## config.mk

```make
export PLATFORM = sky130hd
export DESIGN_NAME = montgomery_mult
export DESIGN_NICKNAME = d
export VERILOG_FILES = /design/src/common/rsa_pkg.sv /design/src/montgomery/montgomery_mult.sv
export SDC_FILE = /design/constraint.sdc
export NUM_CORES = 2
export LEC_CHECK = 0
export BUFFER_PORTS_ARGS = -buffer_cell sky130_fd_sc_hd__buf_4
export CAP_MARGIN = 5
export CORE_MARGIN = 2
export CORE_UTILIZATION = 35
export CTS_CLUSTER_SIZE = 14
export DETAILED_ROUTE_END_ITERATION = 8
export PLACE_DENSITY_LB_ADDON = 0.05
export SLEW_MARGIN = 20
export SYNTH_ARGS = -nofsm -noshare
export SYNTH_HDL_FRONTEND = slang
export SYNTH_SLANG_ARGS = --single-unit
```

## constraint.sdc

```tcl
create_clock -name i_clk -period 24.8 [get_ports i_clk]
set_clock_uncertainty 0.2 [all_clocks]
set_input_delay 2.48 -clock i_clk [delete_from_list [all_inputs] [get_ports i_clk]]
set_output_delay 2.48 -clock i_clk [all_outputs]
set_load 0.02 [all_outputs]
```

## src/common/rsa_pkg.sv

```systemverilog
// RSA core shared definitions
package rsa_pkg;

    // ******************************
    // Widths
    // ******************************
    localparam int KEY_W = 256;
    localparam int CNT_W = 9;

    typedef logic [KEY_W-1:0] word_t;
    // Two guard bits for a + b + N before halving
    typedef logic [KEY_W+1:0] wide_t;
    typedef logic [CNT_W-1:0] count_t;

    // ******************************
    // Step counts
    // ******************************
    // Multiplier: last add step, subtract step, ready step, end of pass
    localparam count_t MULT_LAST_STEP = count_t'(KEY_W - 1);
    localparam count_t MULT_SUB_STEP  = count_t'(KEY_W);
    localparam count_t MULT_RDY_STEP  = count_t'(KEY_W + 1);
    localparam count_t MULT_END_STEP  = count_t'(KEY_W + 2);

    // Pre-scaler doubling steps
    localparam count_t PRE_LAST_STEP = count_t'(KEY_W - 1);

    // Exponent bits scanned by the controller
    localparam count_t EXP_LAST_BIT = count_t'(KEY_W - 1);

    // ******************************
    // Controller states
    // ******************************
    typedef enum logic [2:0] {
        IDLE,
        PRESCALE,
        MULT,
        WAIT,
        DONE
    } exp_state_t;

endpackage
```

## src/montgomery/montgomery_mult.sv

```systemverilog
// Montgomery multiplier
`timescale 1ns/1ps

module montgomery_mult (
    input  logic           i_clk,
    input  logic           i_rst,
    input  logic           i_valid,
    input  rsa_pkg::word_t i_n,
    input  rsa_pkg::word_t i_a,
    input  rsa_pkg::word_t i_b,
    output rsa_pkg::word_t o_product,
    output logic           o_ready
);
    import rsa_pkg::*;

    typedef enum logic [1:0] {
        S_IDLE,
        S_CALC,
        S_OUT
    } mult_state_t;

    mult_state_t state;
    mult_state_t state_nxt;
    count_t      cnt;
    count_t      cnt_nxt;
    logic        ready;
    logic        ready_nxt;
    wide_t       acc;
    wide_t       sum_add;
    wide_t       sum_odd;

    assign o_product = acc[KEY_W-1:0];
    assign o_ready   = ready;

    // ******************************
    // Control
    // ******************************
    always_comb begin
        state_nxt = state;
        cnt_nxt   = cnt;
        ready_nxt = 1'b0;
        case (state)
            S_IDLE: begin
                cnt_nxt = '0;
                if (i_valid) begin
                    state_nxt = S_CALC;
                end
            end
            S_CALC: begin
                cnt_nxt = cnt + 1'b1;
                if (cnt == MULT_LAST_STEP) begin
                    state_nxt = S_OUT;
                end
            end
            S_OUT: begin
                cnt_nxt = cnt + 1'b1;
                if (cnt == MULT_RDY_STEP) begin
                    ready_nxt = 1'b1;
                end
                if (cnt == MULT_END_STEP) begin
                    cnt_nxt   = '0;
                    state_nxt = S_IDLE;
                end
            end
            default: begin
                state_nxt = S_IDLE;
            end
        endcase
    end

    always_ff @(posedge i_clk or posedge i_rst) begin
        if (i_rst) begin
            state <= S_IDLE;
            cnt   <= '0;
            ready <= 1'b0;
        end else begin
            state <= state_nxt;
            cnt   <= cnt_nxt;
            ready <= ready_nxt;
        end
    end

    // ******************************
    // Datapath
    // ******************************
    // One radix-2 step, LSB of a first
    always_comb begin
        sum_add = acc + (i_a[cnt[CNT_W-2:0]] ? wide_t'(i_b) : '0);
        sum_odd = sum_add[0] ? sum_add + wide_t'(i_n) : sum_add;
    end

    always_ff @(posedge i_clk) begin
        case (state)
            S_IDLE: begin
                if (i_valid) begin
                    acc <= '0;
                end
            end
            S_CALC: begin
                acc <= sum_odd >> 1;
            end
            S_OUT: begin
                // Final correction, acc < 2N here
                if (cnt == MULT_SUB_STEP && acc >= wide_t'(i_n)) begin
                    acc <= acc - wide_t'(i_n);
                end
            end
            default: begin
                acc <= acc;
            end
        endcase
    end

    a_ready_pulse: assert property (@(posedge i_clk) disable iff (i_rst)
        o_ready |=> !o_ready);

    // A new request mid-pass must not restart the count
    a_valid_ignored: assert property (@(posedge i_clk) disable iff (i_rst)
        (i_valid && state != S_IDLE && cnt != MULT_END_STEP)
            |=> cnt == count_t'($past(cnt) + 1'b1));

endmodule

```

After elaboration in Yosys (flattened, before gate mapping)
Index checks and enable logic that the tools add are counted.
{ "word_totals": {"inputBits": 771, "regBits": 270, "word_cells": 40} }
{ "classes": {"n_reduce_logical": 5, "n_addsub": 4, "n_mux": 15, "n_lt_le_gt_ge": 2, "n_eq_ne": 10} }
{ "ops": {"columns": ["operator", "count"], "rows": [
  ["$mux 258", 3],
  ["$pmux 258 s3", 1],
  ["$add 258x256->258", 2],
  ["$ge 258x256->1", 1],
  ["$sub 258x256->258", 1],
  ["$mux 256", 1],
  ["$eq 9x9->1 const B", 3],
  ["$pmux 9 s3", 1],
  ["$add 9x1->9 const B", 1],
  ["$eq 9x8->1 const B", 1],
  ["$lt 8x9->1 const B", 1],
  ["$mux 9", 1],
  ["$bmux 1 s8", 1],
  ["$ne 2x2->1 const B", 4],
  ["$mux 2", 3],
  ["$pmux 2 s3", 1],
  ["$reduce_and 3->1", 2],
  ["$mux 1", 3],
  ["$reduce_bool 3->1", 1],
  ["$eq 2x1->1 const B", 1],
  ["$eq 2x2->1 const B", 1],
  ["$logic_not 2->1", 1],
  ["$logic_and 1x1->1", 1]
]} }

Depth between registers and ports, before layout
{ "logic_depth": {"word_depth": 7, "ltp_mapped": 47, "depth_no_buf": 42} }

Worst setup path after synthesis
OpenSTA, ideal clock, no wires.
{ "synth_timing": {"path_type": "input to register", "startpoint": "in i_n[17]", "endpoint": "reg acc[0], enable pin", "n_path_buf": 0, "t_required_ps": 23343, "t_arrival_ps": 24809, "stages": 18, "path_slack_ps": -1465, "path_cell_list": "inv_1 ha_1 nand2_1 nor4_4 a221oi_1 nand3_1 nand3_1 a2111oi_2 a21oi_1 or3_1 o21bai_1 a21o_2 a31oi_1 o31ai_1 a21oi_1 nor3_1 o311ai_0 a211oi_1"} }
{ "synth_via": {"elab_chain_cells": 4} }
{ "synth_rtl": {"columns": ["element", "line", "text"], "rows": [
  ["start, declared", "montgomery_mult.sv:8", "input rsa_pkg::word_t i_n,"],
  ["$ge 258x256->1", "montgomery_mult.sv:104", "if (cnt == MULT_SUB_STEP && acc >= wide_t'(i_n)) begin"],
  ["$logic_and 1x1->1", "montgomery_mult.sv:104", null],
  ["$ne 2x2->1 (no line)", null, null],
  ["$reduce_and 3->1 (no line)", null, null],
  ["end signal, assigned", "montgomery_mult.sv:100", "acc <= sum_odd >> 1;"],
  ["end signal, assigned", "montgomery_mult.sv:105", "acc <= acc - wide_t'(i_n);"],
  ["end, declared", "montgomery_mult.sv:28", "wide_t acc;"]
]} }
No other way between the ends.
A chain may end at the register's enable or synchronous reset.

Worst setup path in the final report
{ "layout_timing": {"startpoint": "in i_a[211]", "endpoint": "reg acc[227], data pin"} }
{ "layout_via": {"elab_chain_cells": 7} }
{ "layout_rtl": {"columns": ["element", "line", "text"], "rows": [
  ["start, declared", "montgomery_mult.sv:9", "input rsa_pkg::word_t i_a,"],
  ["$bmux 1 s8 *", "montgomery_mult.sv:88", "sum_add = acc + (i_a[cnt[CNT_W-2:0]] ? wide_t'(i_b) : '0);"],
  ["$mux 1 (not written as such) *", "montgomery_mult.sv:88", null],
  ["$mux 256 *", "montgomery_mult.sv:88", null],
  ["$add 258x256->258 *", "montgomery_mult.sv:88", null],
  ["$add 258x256->258", "montgomery_mult.sv:89", "sum_odd = sum_add[0] ? sum_add + wide_t'(i_n) : sum_add;"],
  ["$mux 258 *", "montgomery_mult.sv:89", null],
  ["$pmux 258 s3 *", "montgomery_mult.sv:93", "case (state)"]
]} }
Every way passes the cells marked *; elsewhere a longest branch is shown, timed or not. The select of a mux whose other input is x is not followed.

==> results by group <==
Synthesis
  – Leading post-synthesis cells by cell area: ha_1 13%, edfxtp_1 10%, a21oi_1 9.7%
  – Yosys reg bits: 270
  – Post-synthesis average cell area: a little under 7 sq um
  – Synthesized net count: between 10,000 and 15,000
  – Prevailing post-synth register cell: edfxtp_1
  – Synth warn: 0
  – Synth top area share: 0.131
  – Post-Syn Area: 74,000 sq um
  – Count of cell types in the netlist: 112
  – Leading area contributor after synthesis: ha_1
  – Sequential fraction of the synthesis area: 0.109
  – Post-synth EDFFs: between 200 and 300
  – Post-synth ARST share: 0.0444
  – Syn Inst Count: roughly 11,000

Worst setup path
  – Worst reg2reg path startpoint: cnt[0]
  – Reg-to-reg endpoint: acc[227]
  – Critical path's slowest cell: a21boi_0
  – Critical Path Fanout Max: 80
  – Crit path kind: input port to flip-flop
  – Largest stage delay, worst path: between 0.9 and 1 ns
  – Worst setup startpoint: i_a[211]
  – CP endpoint: acc[227]
  – Critical Path AT: about 16 ns
  – Worst reg2reg path depth: 38
  – CP startpoint kind: input port
  – Endpoint class of the critical path: flip-flop
  – WP data required: between 20 and 30 ns
  – FF-to-FF setup slack: ~9.0 ns

Timing
  – Final Setup Violations: 0
  – Fin. Hold Viols: 0
  – Max frequency: around 62 MHz
  – Worst Tran Pin Value: 1.26 ns
  – Rel. slew slack: 0.156
  – Crit share post-route: 0.652
  – Period minus WS final: between 15 and 20 ns
  – Worst Hold Margin: between 0.3 and 0.4 ns
  – RSZ-0062 raised after global routing: no
  – Setup TNS: 0 ns
  – Final Max Tran Viols: 0

Cells and area
  – Commonest non-fill, non-tap cell in the layout: a21oi_1
  – Area of the multi-input gates: 60,000 sq um
  – Share of cells above drive strength 1: 0.128
  – Most frequent cells in the layout: 1,428 x a21oi_1, 1,111 x buf_4, 1,050 x nand2_1, 909 x nor2_1, 885 x o21ai_0
  – Utilization after layout: 0.399
  – Area Overhead vs Synth: 13.0%
  – FF+latch area: approximately 8100 sq um
  – Nets: around 13,000
  – Fillers: 22,600

Global routing
  – Initial antenna violation count: 78
  – Largest net degree at the start of global routing: between 100 and 150
  – GRT Overall Usage: 0.407
  – Via count of the first global-routing pass: roughly 83,000
  – Gr ovfl total: 0
  – First-pass GRT wire length: 634,000 um

Placed design
  – HPWL Detailed: 400,000 um
  – I/O Buffers: around 1,000
  – Routability-driven placement congestion ratio: 1.05

Clock tree
  – Clk buf depth: 3
  – CTS tree: yes
  – Clk root buf: clkbuf_16
  – Clock Latency Late Sink: 0.72 ns
  – # Post-CTS Setup Buffers: 0
  – Cts bufs inserted: 46
  – Clock-pin transition on the worst setup and hold timing paths: about 0.060 ns
  – Number of clock sinks: 270
  – Cts-stage hold buffer count: 0
  – Resized Gates After CTS: 0
  – Max H-tree Level: 2

Detailed routing
  – Starting DRC count in detailed routing: around 12,000
  – Vias per Instance: approximately 6.4
  – DR WL/cell: 33.3 um
  – Post-route ant nets: 0
  – Via count: between 80,000 and 90,000
  – Total Wirelength: about 460,000 um
  – Detailed Routing Iterations Pass 1: 8
  – # DRC: 0

Die
  – Die area: about 220,000 sq um
  – Core Area: 210,000 sq um
  – Num rows: roughly 170
  – Ports: ~1,000
  – Die Wd: 464 um
  – Starting Density: 0.353
  – Die height: between 400 and 500 um

Worst hold path
  – Hold crit path type: flip-flop to flip-flop
  – Worst hold start: cnt[8]

Outcome
  – Status: finished clean

Flow run
  – Number of max-cap violations: 0
==> Yosys cell counts (all sizes together), types with 84 or more instances <==
| library cell | count |
|---|---|
| a21o | 430 |
| a21oi | 1432 |
| a31oi | 90 |
| and2 | 281 |
| buf | 307 |
| clkbuf | 529 |
| edfxtp | 258 |
| ha | 777 |
| inv | 530 |
| mux2i | 114 |
| mux4 | 84 |
| nand2 | 1054 |
| nand3 | 122 |
| nand4 | 460 |
| nor2 | 911 |
| nor3 | 217 |
| o21a | 107 |
| o21ai | 916 |
| o21bai | 287 |
| o22ai | 139 |
| xnor2 | 466 |
| xor2 | 281 |
==> area by class of cell <==
class	instances	area share
timing repair buffer	1115	0.101
inverter	530	0.0238
tap	2805	0.0419
antenna	41	0.00123
clock inverter	28	0.00363
clock buffer	56	0.0151
sequential	270	0.0962
multi-input combinational	9108	0.717
==> stage by stage <==
| step | area (sq um) | cells | setup WS [ns] |
|---|---|---|---|
| 3_5_place_dp | 82000 | 13800 | 8.45 |
| 4_1_cts | 83500 | 13900 | 9.15 |
| 2_1_floorplan | 74000 | 10700 | 7.51 |
| 5_1_grt | 83700 | 13900 | 8.40 |
| 3_3_place_gp | 81900 | 13800 | 8.47 |
| 6_report | 83700 | 14000 | 8.64 |
==> logic make-up (layout without fill, tap and decap cells) <==
kind of cell	count (synthesis)	in the layout	synth area share
other	0	41	0
AO/OA/AOI/OAI	3941	3941	0.325
flip-flops	270	270	0.109
buffers and inverters	1366	1729	0.0828
AND/OR/NAND/NOR	3429	3429	0.220
multiplexers	211	211	0.0429
XOR/XNOR	747	747	0.0884
adder cells (fa/ha/maj)	780	780	0.132
==> worst max-delay path: cells and delay by family <==
family | cells | cell delay [ns]
and+or+nand+nor | 8 | 2.86
buffers and inverters | 4 | 0.73
muxes | 4 | 1.77
AOI/OAI and AO/OA | 18 | 7.28
adders and majority gates | 2 | 0.83
xor gates and xnor gates | 2 | 0.29
==> state kept, by name (all words and copies together) (netlist names) <==
signal	flops
cnt	9
state	2
acc	258
o_ready	1
==> how the worst min path moves through the flow <==
stage	endpoint	slack [ns]	cells after the start
6_report	cnt[8]	0.31	2
5_1_grt	cnt[8]	0.33	2
4_1_cts	cnt[8]	0.30	2
3_5_place_dp	cnt[8]	0.29	2
3_3_place_gp	cnt[8]	0.27	2
2_1_floorplan	cnt[8]	0.25	2
==> layer usage <==
layer / GRT usage / part of all wire / vias up / wire (um)
met5: 0 / 0.00017 / - / 79
met4: 0.220 / 0.063 / 12 / 29200
met3: 0.0759 / 0.096 / 980 / 44400
met2: 0.626 / 0.43 / 5643 / 200000
met1: 0.535 / 0.41 / 43400 / 190000
li1: - / - / 40000 / -
Power is left out: the tool's default activity adds up to more than one toggle a clock period on the data nets, which glitch-free logic cannot reach.
